[src/exwb_pkg.sv]
`default_nettype none

package exwb_pkg;

    localparam int XLEN          = 32;
    localparam int REG_ADDR_W    = 5;
    localparam int NUM_REGS      = 2 ** REG_ADDR_W;
    localparam int NUM_SRC       = 4;                               // Two sources per lane

    localparam int ISSUE_CREDITS = 4;                               // Queue depth
    localparam int ISSUE_PTR_W   = $clog2(ISSUE_CREDITS);
    localparam int ISSUE_CNT_W   = $clog2(ISSUE_CREDITS + 1);

    localparam int WB_CREDITS    = 2;                               // Initial output credits
    localparam int WB_CNT_W      = $clog2(WB_CREDITS + 1);

    // Multiply codes are only legal in lane B
    typedef enum logic [3:0] {
        ADD,
        SUB,
        AND,
        OR,
        XOR,
        SLL,
        SRL,
        SRA,
        SLT,
        SLTU,
        MUL,                                                        // Low word
        MULH,                                                       // High word, signed
        MULHU                                                       // High word, unsigned
    } alu_op_e;

    typedef enum logic [1:0] {
        SRC_REG,
        SRC_IMM,                                                    // Second operand only
        SRC_PC                                                      // First operand only
    } src_sel_e;

    typedef struct packed {
        logic [XLEN-1:0]       pc;
        logic [XLEN-1:0]       imm;
        logic [REG_ADDR_W-1:0] raddr1;
        logic [REG_ADDR_W-1:0] raddr2;
        src_sel_e              src1;
        src_sel_e              src2;
        alu_op_e               alu_op;
        logic                  rf_we;
        logic [REG_ADDR_W-1:0] waddr;
    } slot_t;

    typedef struct packed {
        slot_t a;
        slot_t b;
    } issue_pair_t;

    typedef struct packed {
        logic                  we;
        logic [REG_ADDR_W-1:0] waddr;
        logic [XLEN-1:0]       wdata;
        logic [XLEN-1:0]       pc;
    } wb_write_t;

    typedef struct packed {
        wb_write_t a;
        wb_write_t b;
    } wb_pair_t;

    typedef struct packed {
        logic [2*XLEN-1:0] pp_lo;                                   // x times low half of y
        logic [2*XLEN-1:0] pp_hi;                                   // x times high half of y
        alu_op_e           op;
    } mul_part_t;

endpackage

`default_nettype wire

[src/operand_forward.sv]
`timescale 1ns/1ps
`default_nettype none

module operand_forward (
    input  logic [exwb_pkg::NUM_SRC-1:0][exwb_pkg::XLEN-1:0]       rf_data,
    input  logic [exwb_pkg::NUM_SRC-1:0][exwb_pkg::REG_ADDR_W-1:0] raddr,
    input  exwb_pkg::wb_pair_t                                   mem_pair,
    input  logic                                                 mem_valid,
    input  exwb_pkg::wb_pair_t                                   wb_pair,
    input  logic                                                 wb_full,
    output logic [exwb_pkg::NUM_SRC-1:0][exwb_pkg::XLEN-1:0]       operands
);
    import exwb_pkg::*;

    function automatic logic hits(
        input logic                  stage_valid,
        input wb_write_t             w,
        input logic [REG_ADDR_W-1:0] addr
    );
        return stage_valid && w.we && (w.waddr == addr);
    endfunction

    // Newest producer first, the register file last
    always_comb begin
        for (int i = 0; i < NUM_SRC; i++) begin
            if (raddr[i] == '0) begin
                operands[i] = '0;                                   // Zero is never forwarded
            end else if (hits(mem_valid, mem_pair.b, raddr[i])) begin
                operands[i] = mem_pair.b.wdata;
            end else if (hits(mem_valid, mem_pair.a, raddr[i])) begin
                operands[i] = mem_pair.a.wdata;
            end else if (hits(wb_full, wb_pair.b, raddr[i])) begin
                operands[i] = wb_pair.b.wdata;
            end else if (hits(wb_full, wb_pair.a, raddr[i])) begin
                operands[i] = wb_pair.a.wdata;
            end else begin
                operands[i] = rf_data[i];
            end
        end
    end

endmodule

`default_nettype wire

[config.mk]
export PLATFORM = sky130hd
export DESIGN_NAME = operand_forward
export DESIGN_NICKNAME = d
export VERILOG_FILES = /design/src/exwb_pkg.sv /design/src/operand_forward.sv
export SDC_FILE = /design/constraint.sdc
export NUM_CORES = 1
export LEC_CHECK = 0
export BUFFER_PORTS_ARGS = -buffer_cell sky130_fd_sc_hd__buf_2
export CORE_AREA = 2 2 218 220
export DETAILED_ROUTE_END_ITERATION = 10
export DIE_AREA = 0 0 220 222
export GPL_ROUTABILITY_DRIVEN = 0
export PLACE_DENSITY_LB_ADDON = 0.15
export SYNTH_ARGS = -nofsm -noshare
export SYNTH_HDL_FRONTEND = slang
export SYNTH_SLANG_ARGS = --single-unit
[constraint.sdc]
create_clock -name vclk -period 3.4
set_clock_uncertainty 0.05 [all_clocks]
set_input_delay 0.34 -clock vclk [all_inputs]
set_output_delay 0.34 -clock vclk [all_outputs]
set_load 0.03 [all_outputs]
Word-level counts from Yosys, hierarchy flattened:

Index checks and enable logic that the tools add are counted.

* flip-flop bits (word level): 0
* output and inout bits: 128

* equal/unequal tests: 16
* mux-type cells: 20
* reduce and logical (&&, ||, !) cells: 24

Operator list (count)
* 2-to-1 mux 32 bit: 20
* == test 5 bit: 16
* logical AND 1 bit: 20
* zero test 5 bit: 4

Longest topological paths before layout:

* word-level depth: 7
* depth in mapped cells: 8
* depth with buffers taken out: 5

Worst setup path after synthesis:

No wires, ideal clock.

* path kind: input to output
* from: input raddr[9] (netlist name)
* to: output operands[42] (netlist name)
* arrival time: 2.293 ns
* slack: 0.717 ns
* stages: 8
* path buffers: 3
* cell sequence: buf_2 > xor2_1 > nor4_1 > and3b_1 > buf_2 > buf_2 > a211oi_1 > o32ai_1

RTL lines
* start, declared: RTL line operand_forward.sv:6 `input logic [exwb_pkg::NUM_SRC-1:0][exwb_pkg::REG_ADDR_W-1:0] raddr,`
* end, declared: RTL line operand_forward.sv:11 `output logic [exwb_pkg::NUM_SRC-1:0][exwb_pkg::XLEN-1:0] operands`

==> results.json <==
{
  "cp_slowest_stage_delay_ns": 0.67,
  "pin_count": 558,
  "grt_pass1_vias": 11700,
  "placedCellCount": 2070,
  "dr.pass1.iters": 6,
  "grt_pass1_wl_mm": 81.0,
  "drc": 0,
  "numSequentialCells": 0,
  "drtAntennaViolNets": 0,
  "synth.area.top_cells": "a31oi_1 8.2%, nor3_1 6.9%, o21ai_0 6.6%, xnor2_1 5.2%, a211oi_1 4.8%",
  "crit_type": "primary input to primary output",
  "setup_tns_ns": 0,
  "start_util_pct": 15.7,
  "grt_max_degree": 65,
  "rows": 79,
  "rsz0062_at_grt": "false",
  "dieWidth_um": 220,
  "powerDensity_nw_per_um2": 141,
  "slew_viol_final": 0,
  "critPathCaptureType": "primary output",
  "required_ns": 3.01,
  "cp_max_fo": 17,
  "fin_ws_ns": 0.186,
  "synth_seq_area_share_pct": 0,
  "cts.hold.buffers_added": 0,
  "postSynthAreaPerCell_sq_um": 6.40,
  "seq_area_sq_um": 0,
  "vias": 11700,
  "hold_violations": 0,
  "max_slew_margin_pct": 36.9,
  "syn_nets": 1568,
  "synthCells": 1138,
  "status": "completed",
  "setup.worst_path.end": "operands[9]",
  "track_usage_pct": 22.1,
  "worstPathArrival_ns": 2.82,
  "cts_resized": 0,
  "wl_per_cell_um": 27.7,
  "area_delta_synth_final_pct": 38.3,
  "stdcell_count": 2077,
  "pre_cts_slack_ns": 0.260,
  "num-clock-buffers": 0,
  "tightest_slew_ns": 0.943,
  "synth.distinct_cells": 46,
  "crit_family": "simple AND/OR/NAND/NOR gates",
  "synth_top_area_share_pct": 8.25,
  "critPathLaunchType": "primary input",
  "final_cell_mix": "430 x buf_2, 99 x nor3_1, 96 x o21ai_0, 96 x a31oi_1, 81 x inv_1",
  "p_leak_uw": 0.00413,
  "syn_area_sq_um": 7280,
  "coreArea_sq_um": 46300,
  "min_from": "mem_pair[132]",
  "finalCritPeriodShare_pct": 94.5,
  "hpwl_mm": 42.9,
  "path_depth": 9,
  "drive_gt1_share_pct": 36.4,
  "setup_viol": 0,
  "cap_violations": 0,
  "overflow": 0,
  "crit_start": "raddr[4]",
  "dieArea_sq_um": 48800,
  "path_buf_inv": 4,
  "ys_warn_count": 0,
  "final_common_cell": "buf_2",
  "wirelength_mm": 57.6,
  "min_period_ns": 3.21,
  "cts_setup_buffers": 0,
  "antenna_found_initial": 7,
  "synth_top_area_cell": "a31oi_1",
  "fin_hold_ws_ns": 1.06,
  "slowest_stage": "nor4_1",
  "crit_path_frequent_cell": "buf_2",
  "port_buffers": 430,
  "post_drt_via_cell_ratio": 5.65,
  "drt-initial-drc-count": 1258,
  "clock.fmax_mhz": 311,
  "ir_drop_uv": 73.9,
  "die_y_um": 222,
  "hold_class": "primary input to primary output",
  "cp_cell_sequence": "buf_2 -> xor2_1 -> nor4_1 -> and2_1 -> buf_12 -> nor3_4 -> buf_4 -> a221oi_2 -> buf_2",
  "final_nets": 1895
}
-- worst min-delay path: stages --
cell and delay [ns]:
buf_2 0.13, nand2_1 0.05, a31oi_1 0.07, buf_2 0.18
-- synth_stat cells, drive strengths merged --
cell    number
or2          4
or3          1
a32oi        6
nor2         7
o21ai       96
or4          1
xor2        37
and3         2
and2         1
nand3       48
nor3       102
nand4       13
o32ai       32
a31oi       96
a211oi      47
nor3b        1
buf         72
a221oi      17
nand2       70
o22ai       32
nand3b      15
and4         2
a211o        6
inv         81
a21boi      32
and3b        2
o211ai      33
a311o       26
o221ai      32
nor2b        1
mux2i       32
xnor2       43
a32o        32
clkbuf      93
nor4        23
-- per-layer routing --
metal | vias to the layer above | global-route usage (%) | wire (um)
li1 | 5125 | - | -
met1 | 5653 | 29.8 | 24200
met2 | 822 | 35.5 | 26200
met3 | 136 | 3.66 | 5380
met4 | 2 | 7.49 | 1810
met5 | - | 0 | 14
-- worst min path at each step --
stage                     depth (start not counted)       endpoint
after floorplan                                   2   operands[30]
after global placement                            4   operands[94]
after detailed placement                          4   operands[20]
after CTS                                         4   operands[20]
after global routing                              4  operands[111]
final                                             4   operands[94]
-- area by class of cell --
cell class         instances  area (sq um)
fillers                 5322         36200
repair buffers           490          2740
inverters                 81           304
diodes                     7          17.5
multi-input cells        892          6250
well taps                607           759
-- stage by stage --
step                      power (uW)  utilization, %  cell area, sq um
after floorplan                  768               -              7280
after global placement          1390            21.7             10100
after detailed placement        1400            21.7             10100
after CTS                       1400            21.7             10100
after global routing            1490            21.8             10100
final                           1420            21.8             10100
-- cells by family after synthesis --
group / count (synthesis) / share of synthesized area (%)
XOR/XNOR: 80 / 9.62
multiplexers: 32 / 4.40
AND/OR/NAND/NOR: 293 / 21.2
AO/OA/AOI/OAI: 487 / 49.7
buffers and inverters: 246 / 15.1
-- where the power goes --
group          switching (uW)  internal [uW]  leakage (uW)
registers                   0              0             0
logic                     949            467       0.00413
clock network               0       0.000277  0.0000000444
(Power assumes the default switching activity.)
