==> src/exwb_pkg.sv <==
`default_nettype none

package exwb_pkg;

    localparam int XLEN          = 32;
    localparam int REG_ADDR_W    = 5;
    localparam int NUM_REGS      = 2 ** REG_ADDR_W;
    localparam int NUM_SRC       = 4;                               // Two sources per lane

    localparam int ISSUE_CREDITS = 4;                               // Queue depth
    localparam int ISSUE_PTR_W   = $clog2(ISSUE_CREDITS);
    localparam int ISSUE_CNT_W   = $clog2(ISSUE_CREDITS + 1);

    localparam int WB_CREDITS    = 2;                               // Initial output credits
    localparam int WB_CNT_W      = $clog2(WB_CREDITS + 1);

    // Multiply codes are only legal in lane B
    typedef enum logic [3:0] {
        ADD,
        SUB,
        AND,
        OR,
        XOR,
        SLL,
        SRL,
        SRA,
        SLT,
        SLTU,
        MUL,                                                        // Low word
        MULH,                                                       // High word, signed
        MULHU                                                       // High word, unsigned
    } alu_op_e;

    typedef enum logic [1:0] {
        SRC_REG,
        SRC_IMM,                                                    // Second operand only
        SRC_PC                                                      // First operand only
    } src_sel_e;

    typedef struct packed {
        logic [XLEN-1:0]       pc;
        logic [XLEN-1:0]       imm;
        logic [REG_ADDR_W-1:0] raddr1;
        logic [REG_ADDR_W-1:0] raddr2;
        src_sel_e              src1;
        src_sel_e              src2;
        alu_op_e               alu_op;
        logic                  rf_we;
        logic [REG_ADDR_W-1:0] waddr;
    } slot_t;

    typedef struct packed {
        slot_t a;
        slot_t b;
    } issue_pair_t;

    typedef struct packed {
        logic                  we;
        logic [REG_ADDR_W-1:0] waddr;
        logic [XLEN-1:0]       wdata;
        logic [XLEN-1:0]       pc;
    } wb_write_t;

    typedef struct packed {
        wb_write_t a;
        wb_write_t b;
    } wb_pair_t;

    typedef struct packed {
        logic [2*XLEN-1:0] pp_lo;                                   // x times low half of y
        logic [2*XLEN-1:0] pp_hi;                                   // x times high half of y
        alu_op_e           op;
    } mul_part_t;

endpackage

`default_nettype wire

==> src/regfile.sv <==
`timescale 1ns/1ps
`default_nettype none

module regfile (
    input  logic                                                 clk,
    input  logic                                                 reset,
    input  logic [exwb_pkg::NUM_SRC-1:0][exwb_pkg::REG_ADDR_W-1:0] raddr,
    output logic [exwb_pkg::NUM_SRC-1:0][exwb_pkg::XLEN-1:0]       rdata,
    input  exwb_pkg::wb_pair_t                                   wr,
    input  logic                                                 wr_en
);
    import exwb_pkg::*;

    logic [XLEN-1:0] regs [NUM_REGS];

    // Asynchronous read ports
    always_comb begin
        for (int i = 0; i < NUM_SRC; i++) begin
            rdata[i] = regs[raddr[i]];
        end
    end

    // Lane B is written last so it wins on equal waddr
    always_ff @(posedge clk) begin
        if (reset) begin
            for (int r = 0; r < NUM_REGS; r++) begin
                regs[r] <= '0;
            end
        end else if (wr_en) begin
            if (wr.a.we && wr.a.waddr != '0) begin
                regs[wr.a.waddr] <= wr.a.wdata;
            end
            if (wr.b.we && wr.b.waddr != '0) begin
                regs[wr.b.waddr] <= wr.b.wdata;
            end
        end
    end

endmodule

`default_nettype wire

==> config.mk <==
export PLATFORM = sky130hd
export DESIGN_NAME = regfile
export DESIGN_NICKNAME = d
export VERILOG_FILES = /design/src/exwb_pkg.sv /design/src/regfile.sv
export SDC_FILE = /design/constraint.sdc
export NUM_CORES = 2
export LEC_CHECK = 0
export BUFFER_PORTS_ARGS = -buffer_cell sky130_fd_sc_hd__buf_4
export CAP_MARGIN = 20
export CORE_UTILIZATION = 24
export CTS_CLUSTER_SIZE = 12
export DETAILED_ROUTE_END_ITERATION = 6
export PLACE_DENSITY = 0.45
export SYNTH_ARGS = -nofsm -noshare
export SYNTH_HDL_FRONTEND = slang
export SYNTH_SLANG_ARGS = --single-unit
==> constraint.sdc <==
create_clock -name clk -period 3.3 [get_ports clk]
set_input_delay 0.495 -clock clk [delete_from_list [all_inputs] [get_ports clk]]
set_output_delay 0.495 -clock clk [all_outputs]
set_load 0.02 [all_outputs]
Word level (Yosys, flattened, before mapping)
Memories as Yosys holds them, arrays and structs flattened.
Index checks and enable logic that the tools add are counted.
W data, S select, Z words.
- register bits: 0
- bits in writable memories: 1024
- bits of input ports: 163
- output and inout bits: 128
- logic and storage cells: 23
- memories kept: 1
- memory list (name ; words ; bits a word ; read ports ; clocked after memory_dff ; write ports ; RTL line ; RTL):
    regs ; 32 ; 32 ; 4 ; 0 ; 32 ; regfile.sv:14 ; logic [XLEN-1:0] regs [NUM_REGS];
- muxes and demuxes: 16
- reductions and logical operators: 6
- operators by type and width (operator ; number):
    $mux W32 ; 2
    $reduce_or A32 Y1 ; 2
    $mux W1 ; 12
    $mux W5 ; 2
    $reduce_bool A5 Y1 ; 2
    $logic_and A1 B1 Y1 ; 2

Longest topological paths before layout
- depth after elaboration: 8
- depth in mapped cells: 8
- depth with buffers taken out: 5

Worst setup path after synthesis
No wires, ideal clock.
- kind: input port to flip-flop
- start point: in reset
- end point: mem regs[12][0] (enable)
- setup time: 0.390 ns
- arrival time: 2.277 ns
- data required time: 2.910 ns
- setup slack: 0.633 ns
- cell stages on the path: 5
- path buffers: 2
- cell sequence: buf_2 or4_4 buf_6 nor2_4 or3_1
- RTL lines (element ; RTL line ; RTL):
    start, declared ; regfile.sv:6 ; input logic reset,
    end, declared ; regfile.sv:14 ;

==> results by group <==
Finish
  • Most frequent cells in the layout: 2,048 x mux2i_1, 1,289 x nand2_1, 1,024 x edfxtp_1
  • Top reg by flops: regs
  • Max reg flops: roughly 1,000
  • Most common cell after layout, fill and taps aside: mux2i_1
  • Nets: 8,336
  • Largest registers: regs: 1024 flops
  • Area Overhead vs Synth: 18.6%
  • Design area: ~93,000 um2
  • Layout cell share with drive strength beyond 1: a little over an eighth

Setup path
  • Nature of the critical path endpoint: primary output
  • Data required, critical path: 2.80 ns
  • CP dominant cell by count: buf_4
  • Setup crit start kind: register
  • Crit-path slowest cell: nor3_1
  • Kind of critical path: reg2out
  • Largest fanout on the critical path: 4
  • Crit path to: rdata[123]
  • Crit-path max cell delay: approximately 0.50 ns
  • Crit-path cells: mux2i_1, a22o_1, nor3_1, buf_4, a31oi_2, nand3_1, buf_4
  • CP startpoint: regs[2][27]
  • Critical Path AT: approximately 2.8 ns

Power
  • Power per standard cell area: 425 nW/um2
  • P_leak: between 30 and 40 nW
  • Final Power: a little under 0.04 W
  • Peak VDD IR: about 0.00037 V

Global route
  • Largest net degree at the start of global routing: 65
  • Grt ovf: 0
  • Antenna violations before repair: 55
  • Global-route wire length before repair: 621 mm
  • Vias in the first global route: around 70,000
  • Global Route Usage Sum: around 27%

Placement
  • Placer congestion estimate: ~0.93
  • Post-place instance area: 89,000 um2
  • DPL Wire Length: slightly below 300 mm
  • I/O Buffers: around 230
  • Place WS: between 0.006 and 0.007 ns

Synthesis
  • Sequential area share after synthesis: 39.1%
  • Syn Area/Cell: approximately 9.7 um2
  • Yosys cell types: 37
  • Top cells by area, synth: edfxtp_1 39%, mux2i_1 26%, a22o_1 8.9%
  • EDFF count, synth: a little over 1,000
  • Seq cells post-synth: just over 1,000
  • Synth top area share: 39.1%
  • YS warnings: 0
  • Async SR Flop Fraction: 0%
  • Post-Syn Area: a little under 80,000 um2
  • Area leader, netlist: edfxtp_1
  • Most used flip-flop cell after synthesis: edfxtp_1
  • Cells after synthesis: between 8,000 and 9,000

Status
  • Status: finished, violations left
  • Failing checks: DRC, setup timing

CTS
  • Clk sink count: 1,024
  • CTS clk-pin slew, worst paths: ~0.060 ns
  • Inserted Clock Buffers: around 140
  • CTS max path bufs: 4
  • Htree depth: 4
  • CTS Root Cell: clkbuf_16
  • CTS tree: yes
  • CTS Hold Bufs: 0

Floorplanning
  • Die Ht: around 570 um
  • Die Wd: between 500 and 600 um
  • Core Region: 325,000 um2
  • I/O Pins: about 290
  • Die area: between 300,000 and 400,000 um2
  • Core Rows: 209
  • Starting Density: ~24%

Detailed routing
  • Residual DRC count: 5
  • DRT iter0 DRCs: roughly 11,000
  • Drt wl/cell: 37.0 um
  • Vias per inst: roughly 6
  • Antenna viol nets, final: 0
  • Via count: approximately 76,000
  • Router iterations before antenna repair: 7
  • Drt total wl: between 400 and 500 mm

Timing
  • Final hold vios: 0
  • Final min period: between 3 and 4 ns
  • Worst slew pin tran: roughly 1.2 ns
  • Fin worst setup slack: -0.00725 ns
  • Max Slew Vio Count: 0
  • Tcrit/Tclk final: 100%
  • Fmax: just over 300 MHz
  • Final setup fails: 2
  • Worst relative slew slack: 17.3%

Worst hold path
  • Worst hold path type: in2reg

Flow run
  • # Max-Cap Violations: 0
-- through the flow --
step	instances	util [%]	hold slack [ns]	TNS (ns)
4_1_cts	12600	28.6	0.00278	0
2_1_floorplan	8173	-	0.705	0
6_report	12600	28.7	0.0517	-0.00953
3_5_place_dp	12400	27.4	0.907	0
5_1_grt	12600	28.7	0.0124	-0.00538
3_3_place_gp	12400	27.4	0.906	-0.00172
-- Yosys cell counts, types with 79 or more instances --
library cell     n
mux2i_1       2048
o21ai_1         79
clkbuf_1       561
nor3_1         134
nand3_1        389
a22o_1         800
a22oi_1        384
a21oi_1        384
nand2_1       1293
o21ai_0        369
buf_2          295
edfxtp_1      1024
a31oi_1        128
-- timing repair --
item | 4_1_cts | 5_1_grt
endpoints found under the hold margin | 0 | 0
buffers inserted | 0 | 1
gates resized for setup | 6 | 15
endpoints found under the setup margin | 6 | 14
pin swaps | 0 | 0
-- per-layer routing --
metal | vias up | track usage (%) | wire length (um)
met4 | 30 | 15.6 | 28700
li1 | 31000 | - | -
met3 | 1290 | 7.15 | 49900
met1 | 38200 | 35.7 | 192000
met5 | - | 0 | 186
met2 | 5390 | 39.4 | 196000
-- worst max-delay path, delay by kind of cell (launching register included) --
kind,cells,cell delay [ns]
multiplexers,1,0.11
AO/OA/AOI/OAI,2,0.33
flip-flops,1,0.42
AND/OR/NAND/NOR,2,0.71
buffers and inverters,2,0.40
-- layout make-up --
type / count / area (um2)
well taps: 4325 / 5410
multi-input cells: 6195 / 44700
clock inverters: 55 / 469
diodes: 21 / 52.6
fillers: 33700 / 232000
flip-flops and latches: 1024 / 30700
repair buffers: 810 / 8260
inverters: 1 / 3.75
clock buffers: 179 / 3710
-- kinds of logic (layout without fill, tap and decap cells) --
family / Yosys count / after routing / share of synthesized area [%]
AO/OA/AOI/OAI: 2144 / 2144 / 18.9
buffers and inverters: 954 / 1045 / 5.20
flip-flops: 1024 / 1024 / 39.1
multiplexers: 2048 / 2048 / 26.0
other: 1 / 53 / 0.00476
AND/OR/NAND/NOR: 1971 / 1971 / 10.8
-- power breakdown --
group / internal [W] / leakage (nW) / switching, W / total [W]
registers: 0.0151 / 9.75 / 0.000845 / 0.0159
clock network: 0.00852 / 2.02 / 0.00643 / 0.0149
logic: 0.00306 / 24.2 / 0.00574 / 0.00880
-- worst min-delay path by stage --
stage,end,start,slack (ns),cells past startpoint
after CTS,regs[0][8],reset,0.003,1
final,regs[0][8],reset,0.05,1
after global routing,regs[0][8],reset,0.01,1
after global placement,regs[0][8],reset,0.91,1
after floorplan,regs[1][10],wr[42],0.70,1
after detailed placement,regs[0][8],reset,0.91,1
(Power assumes the default switching activity.)
