[src/exwb_pkg.sv]
`default_nettype none

package exwb_pkg;

    localparam int XLEN          = 32;
    localparam int REG_ADDR_W    = 5;
    localparam int NUM_REGS      = 2 ** REG_ADDR_W;
    localparam int NUM_SRC       = 4;                               // Two sources per lane

    localparam int ISSUE_CREDITS = 4;                               // Queue depth
    localparam int ISSUE_PTR_W   = $clog2(ISSUE_CREDITS);
    localparam int ISSUE_CNT_W   = $clog2(ISSUE_CREDITS + 1);

    localparam int WB_CREDITS    = 2;                               // Initial output credits
    localparam int WB_CNT_W      = $clog2(WB_CREDITS + 1);

    // Multiply codes are only legal in lane B
    typedef enum logic [3:0] {
        ADD,
        SUB,
        AND,
        OR,
        XOR,
        SLL,
        SRL,
        SRA,
        SLT,
        SLTU,
        MUL,                                                        // Low word
        MULH,                                                       // High word, signed
        MULHU                                                       // High word, unsigned
    } alu_op_e;

    typedef enum logic [1:0] {
        SRC_REG,
        SRC_IMM,                                                    // Second operand only
        SRC_PC                                                      // First operand only
    } src_sel_e;

    typedef struct packed {
        logic [XLEN-1:0]       pc;
        logic [XLEN-1:0]       imm;
        logic [REG_ADDR_W-1:0] raddr1;
        logic [REG_ADDR_W-1:0] raddr2;
        src_sel_e              src1;
        src_sel_e              src2;
        alu_op_e               alu_op;
        logic                  rf_we;
        logic [REG_ADDR_W-1:0] waddr;
    } slot_t;

    typedef struct packed {
        slot_t a;
        slot_t b;
    } issue_pair_t;

    typedef struct packed {
        logic                  we;
        logic [REG_ADDR_W-1:0] waddr;
        logic [XLEN-1:0]       wdata;
        logic [XLEN-1:0]       pc;
    } wb_write_t;

    typedef struct packed {
        wb_write_t a;
        wb_write_t b;
    } wb_pair_t;

    typedef struct packed {
        logic [2*XLEN-1:0] pp_lo;                                   // x times low half of y
        logic [2*XLEN-1:0] pp_hi;                                   // x times high half of y
        alu_op_e           op;
    } mul_part_t;

endpackage

`default_nettype wire

[src/mul_split.sv]
`timescale 1ns/1ps
`default_nettype none

module mul_split (
    input  logic                        clk,
    input  logic                        reset,
    input  logic                        advance,
    input  logic [exwb_pkg::XLEN-1:0]   x,
    input  logic [exwb_pkg::XLEN-1:0]   y,
    input  exwb_pkg::alu_op_e           op,
    output logic [exwb_pkg::XLEN-1:0]   product
);
    import exwb_pkg::*;

    logic signed [XLEN:0]        x_ext;                             // 33 bits
    logic signed [XLEN:0]        y_ext;
    logic signed [XLEN/2:0]      y_lo;                              // Low half, zero extended
    logic signed [XLEN/2:0]      y_hi;                              // High half with sign bit
    logic                        sext;
    mul_part_t                   part_d;
    mul_part_t                   part_q;
    logic        [2*XLEN-1:0]    sum;

    // EX half
    assign sext   = (op != MULHU);
    assign x_ext  = {sext & x[XLEN-1], x};
    assign y_ext  = {sext & y[XLEN-1], y};
    assign y_lo   = {1'b0, y_ext[XLEN/2-1:0]};
    assign y_hi   = y_ext[XLEN:XLEN/2];

    assign part_d.pp_lo = x_ext * y_lo;
    assign part_d.pp_hi = x_ext * y_hi;
    assign part_d.op    = op;

    always_ff @(posedge clk) begin
        if (reset) begin
            part_q.op <= ADD;
        end else if (advance) begin
            part_q <= part_d;
        end
    end

    // MEM half
    assign sum     = part_q.pp_lo + (part_q.pp_hi << (XLEN / 2));
    assign product = (part_q.op == MUL) ? sum[XLEN-1:0] : sum[2*XLEN-1:XLEN];

endmodule

`default_nettype wire

[config.mk]
export PLATFORM = sky130hd
export DESIGN_NAME = mul_split
export DESIGN_NICKNAME = d
export VERILOG_FILES = /design/src/exwb_pkg.sv /design/src/mul_split.sv
export SDC_FILE = /design/constraint.sdc
export NUM_CORES = 2
export LEC_CHECK = 0
export ABC_AREA = 1
export ABC_CLOCK_PERIOD_IN_PS = 6600
export BUFFER_PORTS_ARGS = -buffer_cell sky130_fd_sc_hd__buf_2
export CORE_MARGIN = 3
export CORE_UTILIZATION = 61
export DETAILED_ROUTE_END_ITERATION = 10
export PLACE_DENSITY = 0.83
export SYNTH_ARGS = -nofsm -noshare
export SYNTH_HDL_FRONTEND = slang
export SYNTH_SLANG_ARGS = --single-unit
[constraint.sdc]
create_clock -name clk -period 6.6 [get_ports clk]
set_clock_uncertainty 0.1 [all_clocks]
set_input_delay 1.32 -clock clk [delete_from_list [all_inputs] [get_ports clk]]
set_output_delay 1.32 -clock clk [all_outputs]
set_load 0.005 [all_outputs]
# ---- Word level (Yosys, flattened, before mapping)
# Index checks and enable logic that the tools add are counted.
# Widths: inputs -> output; s select.
dict set report word_totals {
  mem_bits_ro 0
  input_bits 71
  latch_bits 0
  mem_bits_rw 0
  output_inout_bits 32
  reg_bits 116
  mem_count 0
}
dict set report classes {
  multipliers 2
  n_eq_ne 2
  shift 0
  add_sub_neg 1
  reduce_logical 1
  n_mux 1
  n_bitwise 3
  order_cmp 0
  div_mod_pow 0
}
# op n
set op_table {}
lappend op_table {{$add 64x64->64} 1}
lappend op_table {{$mul 33x17->50} 1}
lappend op_table {{$mul 33x17->48} 1}
lappend op_table {{$mux 32} 1}
lappend op_table {{$eq 4x4->1 const B} 1}
lappend op_table {{$ne 4x4->1 const B} 1}
lappend op_table {{$and 1x1->1} 2}
lappend op_table {{$reduce_and 2->1} 1}
lappend op_table {{$not 1->1} 1}

# ---- Longest topological paths before layout
dict set report depth {
  ltp_word 3
  ltp_mapped 29
  mapped_depth_nobuf 28
}

# ---- Worst setup path after synthesis
# OpenSTA, ideal clock, no wires.
dict set report synth_timing {
  path_type {input to register}
  start {input x[31] in the netlist's numbering}
  end {register part_q[110] in the netlist's numbering (data pin)}
  slack_ps -378
  required_time_ps 6247
  arrival_ps 6626
  cell_stages 24
  path_cell_list {clkbuf_1 clkbuf_1 nand2_1 inv_1 nand2_1 fa_1 inv_1 fa_1 inv_1 fa_1 fa_1 inv_1 fa_1 inv_1 fa_1 inv_1 ha_1 nand2_1 nor2_1 inv_1 nor3_1 nand3_1 nand4_1 nand2_1}
}
# item line
set synth_rtl {}
lappend synth_rtl {{start, declared} mul_split.sv:8} ;# input logic [exwb_pkg::XLEN-1:0] x,
lappend synth_rtl {{end signal, assigned} mul_split.sv:39} ;# part_q <= part_d;
lappend synth_rtl {{end, declared} mul_split.sv:21} ;# mul_part_t part_q;

==> metrics <==
first-pass GRT wire length=around 240 mm; Initial Util=about 62%; Final min period=between 6 and 7 ns; Post-synth EDFFs=98; Post-DP HPWL=~130 mm; CTS Buf Count=9; routed len/inst=a little under 20 µm; Die Y=roughly 290 µm; Hold Path Origin=part_q[3]; Top Ports=approximately 100; overall routing resource usage=between 30 and 40%; Final Hold Vio Count=0; violated checks=negative setup slack; Hold Path Class=flop to flop; setup slack on the worst flop-to-flop path=about 5.9 ns; synth top area cells=fa_1 43%, inv_1 15%, nand2_1 15%, ha_1 7.3%, edfxtp_1 6.2%; total core area=approximately 77000 µm²; top-count cell post-synth=inv_1; row count=101; max_slew headroom=roughly 43%; detailed-route vias per instance=between 5 and 6; CTS root buf=clkbuf_16; outcome=complete, but fails checks; largest registers=part_q: 102 flops; GR peak layer=met2; clock latency on the worst-skew pair=around 0.38 ns; Max Cap Violations=0; Worst Setup Path Type=primary input to flop; maximum achievable frequency=around 150 MHz; max FFs per register=roughly 100; Critical Path Sink=part_q[48]; period utilization=103%; Post-Syn Area=around 48000 µm²; Util after Layout=between 70% and 80%; WL final=158 mm; clk buf depth=2; Worst setup SP type=primary input; Synth top area share=between 40% and 50%; Slew @ Worst Pin=approximately 0.85 ns; RePlAce Congestion=between 1 and 1.5; Worst Path Required=between 6 and 7 ns; synthesized flop and latch total=between 100 and 150; beginning of the critical path=op[2]; global route total overflow=0; final setup margin=-0.200 ns; Finished Layout Cells=slightly above 8k; GRT met1 Usage=47.6%; cts hold-fix bufs=0; Yosys cell types=44; vias post-DR=~44k; Clock Sinks=roughly 100; H-tree Lvls=3; Worst R2R End=part_q[0]; Placed Cells=about 8k; Post-Syn Area per Cell=roughly 7.4 µm²; critical path fanouts, max=4; layout cell share with drive strength beyond 1=around a fifth; Synth top cells by count=1927 x inv_1, 1893 x nand2_1, 1026 x fa_1, 280 x ha_1, 260 x nor2_1; DR iter-0 viols=~4.3k; DRC=0; WHS Path Cells=2; TritonCTS clock tree=yes; Largest Register=part_q; fin nets=~8.4k; iteration count of the initial detailed-routing pass=6; prevailing post-synth register cell=edfxtp_1; CP Capture Type=flop; Buffers on Ports=102; Horiz. Die Dim=~290 µm; endpoints failing setup=33; initial antenna violation count=5; syn_nets=about 7.8k; Synth area leader=fa_1; Synth async-reset ratio=0%; cell count after synthesis=about 6.5k; Clock transition at path regs=roughly 0.09 ns; sequential share of the synthesized area=between 6 and 7%; met3 Resource Use GR=about 7.4%; synthesis-to-layout area growth=20.7%; grt met2 use=around three fifths; CP arrival=slightly below 7 ns; number of routed nets with antenna violations=0; Slew Viols, Final=0; RSZ-0062 raised after global routing=yes; vias in the first global route=about 46k; Reg2Reg Depth=2; largest net degree at the start of global routing=53; reg2reg start=part_q[0]; synth warn=0; die footprint=between 80000 and 90000 µm²
==> logic make-up after synthesis <==
group | share of synthesized area, %
compound gates | 3.51
xor+xnor | 1.56
fa+ha+maj | 50.4
buf+inv | 17.2
flops | 6.34
simple gates | 21.0
==> worst min path at each step <==
stage,endpoint
floorplan,part_q[1]
global placement,part_q[3]
detailed placement,part_q[3]
CTS,part_q[3]
global route,part_q[2]
finish,part_q[3]
==> worst max-delay path, stage by stage <==
cell	delay, ns
buf_8	0.10
nand3_4	0.18
inv_8	0.08
nor2_4	0.13
clkinv_4	0.12
buf_6	0.16
or2_2	0.28
fa_1	0.48
inv_1	0.05
fa_1	0.47
inv_1	0.05
fa_1	0.51
fa_1	0.47
fa_1	0.54
inv_1	0.07
fa_1	0.48
ha_4	0.32
nand2_1	0.09
nor2_2	0.14
nand2_2	0.10
nor3_4	0.20
nand4_1	0.22
nand4_1	0.17
nand2_1	0.10
==> layout make-up <==
type	count	area, µm²
tap	1030	1290
clock inverter	7	62.6
sequential	102	3020
fill	5313	19100
inverter	1941	7310
timing repair buffer	813	6920
multi-input combinational	4165	38700
antenna	2	5.00
clock buffer	9	225
==> through the flow <==
step	setup slack, ns	hold slack, ns	setup TNS, ns	instance area [µm²]
floorplan	0.00587	0.329	0	47800
global placement	-0.987	0.348	-44.69	54400
detailed placement	-1.08	0.354	-50.10	54400
CTS	-0.0569	0.365	-0.0937	55300
global route	-0.337	0.386	-9.25	57600
finish	-0.200	0.367	-2.11	57600
==> repair_timing <==
action                                 in CTS  in global routing
setup endpoints to repair                  62                 65
cloned                                      0                  5
endpoints found under the hold margin       0                  0
gates resized for setup                   144                486
setup buffers                              12                 28
pin swaps                                  40                112
==> placed cells by master (no fill, tap or decap), types with 60 or more instances in the layout <==
cell,instances
buf_4,633
buf_12,60
a21oi_2,64
ha_1,216
fa_1,1008
inv_1,1883
nor2_2,70
a21oi_1,102
edfxtp_1,98
nand2_2,89
nor2_1,171
buf_2,73
nand2_1,1820
nand3_1,133
ha_4,61
==> per-layer routing <==
layer / routed length [µm] / share of wire (%)
met1: 56600 / 36
met3: 17300 / 11
met4: 10600 / 6.7
met2: 73100 / 46
met5: 15 / 0.0095
Power is left out: the tool's default activity adds up to more than one toggle a clock period on the data nets, which glitch-free logic cannot reach.
