### src/exwb_pkg.sv
`default_nettype none

package exwb_pkg;

    localparam int XLEN          = 32;
    localparam int REG_ADDR_W    = 5;
    localparam int NUM_REGS      = 2 ** REG_ADDR_W;
    localparam int NUM_SRC       = 4;                               // Two sources per lane

    localparam int ISSUE_CREDITS = 4;                               // Queue depth
    localparam int ISSUE_PTR_W   = $clog2(ISSUE_CREDITS);
    localparam int ISSUE_CNT_W   = $clog2(ISSUE_CREDITS + 1);

    localparam int WB_CREDITS    = 2;                               // Initial output credits
    localparam int WB_CNT_W      = $clog2(WB_CREDITS + 1);

    // Multiply codes are only legal in lane B
    typedef enum logic [3:0] {
        ADD,
        SUB,
        AND,
        OR,
        XOR,
        SLL,
        SRL,
        SRA,
        SLT,
        SLTU,
        MUL,                                                        // Low word
        MULH,                                                       // High word, signed
        MULHU                                                       // High word, unsigned
    } alu_op_e;

    typedef enum logic [1:0] {
        SRC_REG,
        SRC_IMM,                                                    // Second operand only
        SRC_PC                                                      // First operand only
    } src_sel_e;

    typedef struct packed {
        logic [XLEN-1:0]       pc;
        logic [XLEN-1:0]       imm;
        logic [REG_ADDR_W-1:0] raddr1;
        logic [REG_ADDR_W-1:0] raddr2;
        src_sel_e              src1;
        src_sel_e              src2;
        alu_op_e               alu_op;
        logic                  rf_we;
        logic [REG_ADDR_W-1:0] waddr;
    } slot_t;

    typedef struct packed {
        slot_t a;
        slot_t b;
    } issue_pair_t;

    typedef struct packed {
        logic                  we;
        logic [REG_ADDR_W-1:0] waddr;
        logic [XLEN-1:0]       wdata;
        logic [XLEN-1:0]       pc;
    } wb_write_t;

    typedef struct packed {
        wb_write_t a;
        wb_write_t b;
    } wb_pair_t;

    typedef struct packed {
        logic [2*XLEN-1:0] pp_lo;                                   // x times low half of y
        logic [2*XLEN-1:0] pp_hi;                                   // x times high half of y
        alu_op_e           op;
    } mul_part_t;

endpackage

`default_nettype wire

### src/exec_lane.sv
`timescale 1ns/1ps
`default_nettype none

module exec_lane (
    input  exwb_pkg::slot_t             slot,
    input  logic [exwb_pkg::XLEN-1:0]   op1,
    input  logic [exwb_pkg::XLEN-1:0]   op2,
    output logic [exwb_pkg::XLEN-1:0]   result
);
    import exwb_pkg::*;

    logic [XLEN-1:0] src_a;
    logic [XLEN-1:0] src_b;
    logic [4:0]      shamt;

    assign src_a = (slot.src1 == SRC_PC)  ? slot.pc  : op1;
    assign src_b = (slot.src2 == SRC_IMM) ? slot.imm : op2;
    assign shamt = src_b[4:0];

    always_comb begin
        unique case (slot.alu_op)
            ADD:     result = src_a + src_b;
            SUB:     result = src_a - src_b;
            AND:     result = src_a & src_b;
            OR:      result = src_a | src_b;
            XOR:     result = src_a ^ src_b;
            SLL:     result = src_a << shamt;
            SRL:     result = src_a >> shamt;
            SRA:     result = $signed(src_a) >>> shamt;
            SLT:     result = XLEN'($signed(src_a) < $signed(src_b));
            SLTU:    result = XLEN'(src_a < src_b);
            default: result = '0;                                   // Multiplies come from mul_split
        endcase
    end

endmodule

`default_nettype wire

### config.mk
export PLATFORM = sky130hd
export DESIGN_NAME = exec_lane
export DESIGN_NICKNAME = d
export VERILOG_FILES = /design/src/exwb_pkg.sv /design/src/exec_lane.sv
export SDC_FILE = /design/constraint.sdc
export NUM_CORES = 1
export LEC_CHECK = 0
export BUFFER_PORTS_ARGS = -buffer_cell sky130_fd_sc_hd__buf_2
export CELL_PAD_IN_SITES_DETAIL_PLACEMENT = 0
export CELL_PAD_IN_SITES_GLOBAL_PLACEMENT = 2
export CORE_MARGIN = 4
export CORE_UTILIZATION = 25
export DETAILED_ROUTE_END_ITERATION = 8
export PLACE_DENSITY = 0.72
export SLEW_MARGIN = 40
export SYNTH_ARGS = -nofsm -noshare
export SYNTH_HDL_FRONTEND = slang
export SYNTH_SLANG_ARGS = --single-unit
export TNS_END_PERCENT = 100
### constraint.sdc
create_clock -name vclk -period 15.35
set_input_delay 3.07 -clock vclk [all_inputs]
set_output_delay 3.07 -clock vclk [all_outputs]
set_load 0.005 [all_outputs]
* After elaboration in Yosys (flattened, before gate mapping)
Cells that the tools add are included.
** Operators by class
- Add/sub/neg operators :: 2
- Order comparisons :: 2
- Eq/ne operators :: 11
- Shift-type cells :: 3
- Mux-type cells :: 3
- Bitwise gates (word level) :: 3
- Reductions and logical operators :: 1
** Operator list (count)
- one-hot mux 32 bit (10 select lines) :: 1
- less-than comparator 32 bit :: 2
- 2-to-1 mux 32 bit :: 2
- adder 32 bit :: 1
- AND 32 bit :: 1
- OR 32 bit :: 1
- left shift 32 x 5 -> 32 bit :: 1
- >> shifter 32 x 5 -> 32 bit :: 1
- >>> shifter 32 x 5 -> 32 bit :: 1
- subtractor 32 bit :: 1
- XOR 32 bit :: 1
- equality test 4 x 3 -> 1 bit, second input constant :: 4
- equality test 4 x 2 -> 1 bit, second input constant :: 2
- equality test 4 bit, second input constant :: 2
- equality test 4 x 1 -> 1 bit, second input constant :: 1
- zero test 4 bit :: 1
- equality test 2 x 1 -> 1 bit, second input constant :: 1
- equality test 2 bit, second input constant :: 1
** Storage, ports and cells
- Flip-flop bits (word level) :: 0
- Input port bits :: 152
- Output and inout bits :: 32
- Word-level logic and storage cells :: 25

* Logic depth before layout (Yosys ltp)
- Word-level depth :: 4
- Gate-level depth with buffers :: 19
- Gate-level depth less buffers :: 15

* Worst setup path before layout
No wires, ideal clock.
- Path type :: input port to output port
- From :: in slot[11] (netlist bit)
- To :: out result[30] (netlist bit)
- Data arrival time :: 6795 ps
- Required time :: 12280 ps
- Setup slack :: 5485 ps
- Cell stages on the path :: 17
- Buffers on the path :: 4
- Cell sequence :: nand2b_1 buf_6 mux2i_2 clkbuf_1 buf_1 clkbuf_1 ha_1 nor2b_1 o21ba_2 a2111oi_0 a21o_1 a221o_1 a21oi_1 a311oi_1 nand2_1 nor4b_1 a311o_1
** Between the ends
- Word-level cells in the longest chain between the ends :: 4
- Elaborated cells on any way between the ends :: 11
- Those cells by class :: 2 x add/sub; 1 x eq/ne; 3 x shift; 2 x mux; 3 x bitwise
** RTL lines
- start: declaration :: line exec_lane.sv:5 : input exwb_pkg::slot_t slot,
- equality test 2 x 1 -> 1 bit * :: line exec_lane.sv:17 : assign src_b = (slot.src2 == SRC_IMM) ? slot.imm : op2;
- 2-to-1 mux 32 bit * :: line exec_lane.sv:17
- subtractor 32 bit (tied with other cells) :: line exec_lane.sv:23 : SUB: result = src_a - src_b;
- one-hot mux 32 bit (10 select lines) * :: line exec_lane.sv:21 : unique case (slot.alu_op)
- end: declaration :: line exec_lane.sv:8 : output logic [exwb_pkg::XLEN-1:0] result
Every way passes the cells marked *; elsewhere a longest branch is shown, timed or not.

* Final worst setup path
- From :: in slot[12] (netlist bit)
- To :: out result[0] (netlist bit)
** Between the ends
- Word-level cells in the longest chain between the ends :: 4
- Elaborated cells on any way between the ends :: 13
- Those cells by class :: 2 x add/sub; 2 x order compare; 1 x eq/ne; 3 x shift; 2 x mux; 3 x bitwise
** RTL lines
- equality test 2 bit * :: line exec_lane.sv:16 : assign src_a = (slot.src1 == SRC_PC) ? slot.pc : op1;
- 2-to-1 mux 32 bit * :: line exec_lane.sv:16
- subtractor 32 bit (tied with other cells) :: line exec_lane.sv:23
- one-hot mux 32 bit (10 select lines) * :: line exec_lane.sv:21
Marked as above.

==> out/qor.txt <==
CP Cell Sequence - buf_2 -> nand2b_4 -> mux2_2 -> ha_1 -> inv_1 -> a221oi_2 -> o221ai_1 -> a211oi_2 -> nand3_1 -> a311oi_2 -> o21ai_2 -> a211o_1 -> nor2b_1 -> o311ai_1 -> buf_2
Place WS - 4.459 ns
highest clock rate - 91.81 MHz
final worst path period share - 70.96%
register area share after synthesis - 0%
routed via count - 11,250
post-synth top area cell - ha_1
area share of the largest cell type after synthesis - 13.10%
Slew Viols, Final - 0
n_diodes - 0
commonest non-fill, non-tap cells in the layout - buf_2, nor2_1, a21oi_1
post-route ant nets - 0
largest cells by area after synthesis - ha_1, mux2i_1, a21oi_1
CP bufs+invs - 3
# IOs - 184
Ys Warns - 0
setup bufs post-CTS - 0
status - completed
WS Path Type - input port to output pin
Die X - 201.5 um
static leakage - 0.004690 uW
Synth Net Count - 1,642
Setup crit start kind - input port
Initial DRC Count - 1,336
most common cell after layout, fill and taps aside - buf_2
initial core utilization - 25.44%
area of the core - 0.03679 mm2
max incr delay on CP - 0.59 ns
largest net degree at the start of global routing - 64
hpwl dp - 37,650 um
share of cells above drive strength 1 - 20.46%
CP most frequent cell - buf_2
synthesized area - 0.009358 mm2
Die Height - 201.5 um
RSZ-0062 raised after global routing - false
Register Area - 0 um2
Max-Cap Viols - 0
Int Pwr - 189.8 uW
First-pass DRT Iterations - 6
gr usage total - 21.92%
Syn-to-layout area delta - 11.78%
grt ovf - 0
sequential share of power - 0%
fin crit period - 10.89 ns
Design Power - 541.5 uW
floorplan row count - 70
Combinational Power Share - 100.0%
Max VDD drop - 0.00001448 V
Yosys cell types - 83
die area - 0.04059 mm2
vias per inst - 5.802
final hold vios - 0
Placed Cells incl. Taps - 1,939
GP Congestion - 0.9870
final wirelength - 48,010 um
fin worst setup slack - 4.458 ns
post-route setup TNS - 0 ns
critical path endpoint category - output pin
clock buffer count - 0
fin util - 28.44%
Worst-Margin Slew - 0.8781 ns
Slowest cell on crit path - ha_1
number of antenna violations at the first check in global routing - 0
drt wl/cell - 24.76 um
IO buf count - 168
clock network power share - 0%
Mean Syn Cell Area - 6.732 um2
Slew headroom - 41.24%
power density over the cells - 51.77 mW/mm2
CP max FO - 32
Worst path top cell family by delay - compound AO/OA/AOI/OAI gates
Sw Ratio - 64.95%
seq_cells - 0
post_cts resized - 0
# nets final - 1,725
Post-Layout Cell Count - 1,939
CP required - 12.28 ns
first-pass GRT wire length - 69,750 um
HP Class - input port to output pin
number of hold buffers added after cts - 0
final setup fails - 0
DRC - 0
Mapped Cells - 1,390
vias in the first global route - 10,623
switching power - 351.7 uW
WP data arrival - 7.82 ns
==> final cells by class <==
| cell class | count | area [um2] |
|---|---|---|
| Fill cell | 4119 | 26330 |
| Multi-Input combinational cell | 1185 | 8499 |
| Inverter | 94 | 354.1 |
| Timing Repair Buffer | 192 | 1021 |
| Tap cell | 468 | 585.6 |
==> logic make-up after synthesis <==
family	share of synthesized area [%]
AO/OA/AOI/OAI	34.87
AND/OR/NAND/NOR	18.09
buffers and inverters	9.547
multiplexers	21.15
adder cells (fa/ha/maj)	13.53
XOR/XNOR	2.808
==> cell usage after synthesis, types with 5 or more instances <==
| cell | instances |
|---|---|
| buf_6 | 9 |
| nor2_1 | 153 |
| a21oi_1 | 134 |
| a211o_1 | 7 |
| nor2b_1 | 12 |
| mux2_2 | 58 |
| o21ai_0 | 106 |
| o21bai_1 | 11 |
| o31ai_1 | 8 |
| nand2_1 | 111 |
| nand2b_1 | 8 |
| or3_1 | 6 |
| ha_1 | 98 |
| a22oi_1 | 8 |
| and2_1 | 7 |
| o211ai_1 | 21 |
| a31oi_1 | 25 |
| a32oi_1 | 6 |
| inv_1 | 85 |
| o22ai_1 | 10 |
| clkbuf_1 | 53 |
| o2111ai_1 | 7 |
| a311oi_1 | 5 |
| mux2i_1 | 96 |
| xor2_1 | 8 |
| nor3_1 | 38 |
| buf_2 | 22 |
| a221o_1 | 9 |
| nand3_1 | 22 |
| a2111oi_0 | 5 |
| buf_1 | 21 |
| mux2i_2 | 11 |
| a221oi_1 | 22 |
| a211oi_1 | 41 |
| inv_2 | 6 |
| mux2_4 | 6 |
| o221ai_1 | 10 |
| xnor2_1 | 22 |
| a21o_1 | 18 |
==> through the flow <==
| stage | hold slack (ns) | area (um2) |
|---|---|---|
| floorplan | 6.403 | 9358 |
| global placement | 6.748 | 10460 |
| detailed placement | 6.753 | 10460 |
| CTS | 6.755 | 10460 |
| global route | 6.785 | 10460 |
| finish | 6.749 | 10460 |
==> power by group through the flow <==
stage | registers, uW | clock network, uW | logic, uW
after floorplan | 0 | 0 | 355
after CTS | 0 | 0 | 531
after global placement | 0 | 0 | 529
after global routing | 0 | 0 | 581
final | 0 | 0 | 541
after detailed placement | 0 | 0 | 528
==> per-layer routing <==
layer,global-route usage (%),vias to the layer above,part of all wire [%]
met5,0,-,0
met4,5.151,0,3.1
met3,3.433,71,7.7
met2,34.57,502,44
met1,31.37,5395,46
li1,-,5282,-
==> path summary, 6_finish.rpt <==
| kind | from | end | slack, ns | depth (start not counted) |
|---|---|---|---|---|
| worst min-delay path | slot[7] | result[0] | 6.75 | 5 |
| worst max-delay path | slot[12] | result[0] | 4.46 | 15 |
Note: power is estimated with default switching activity, not from simulation.
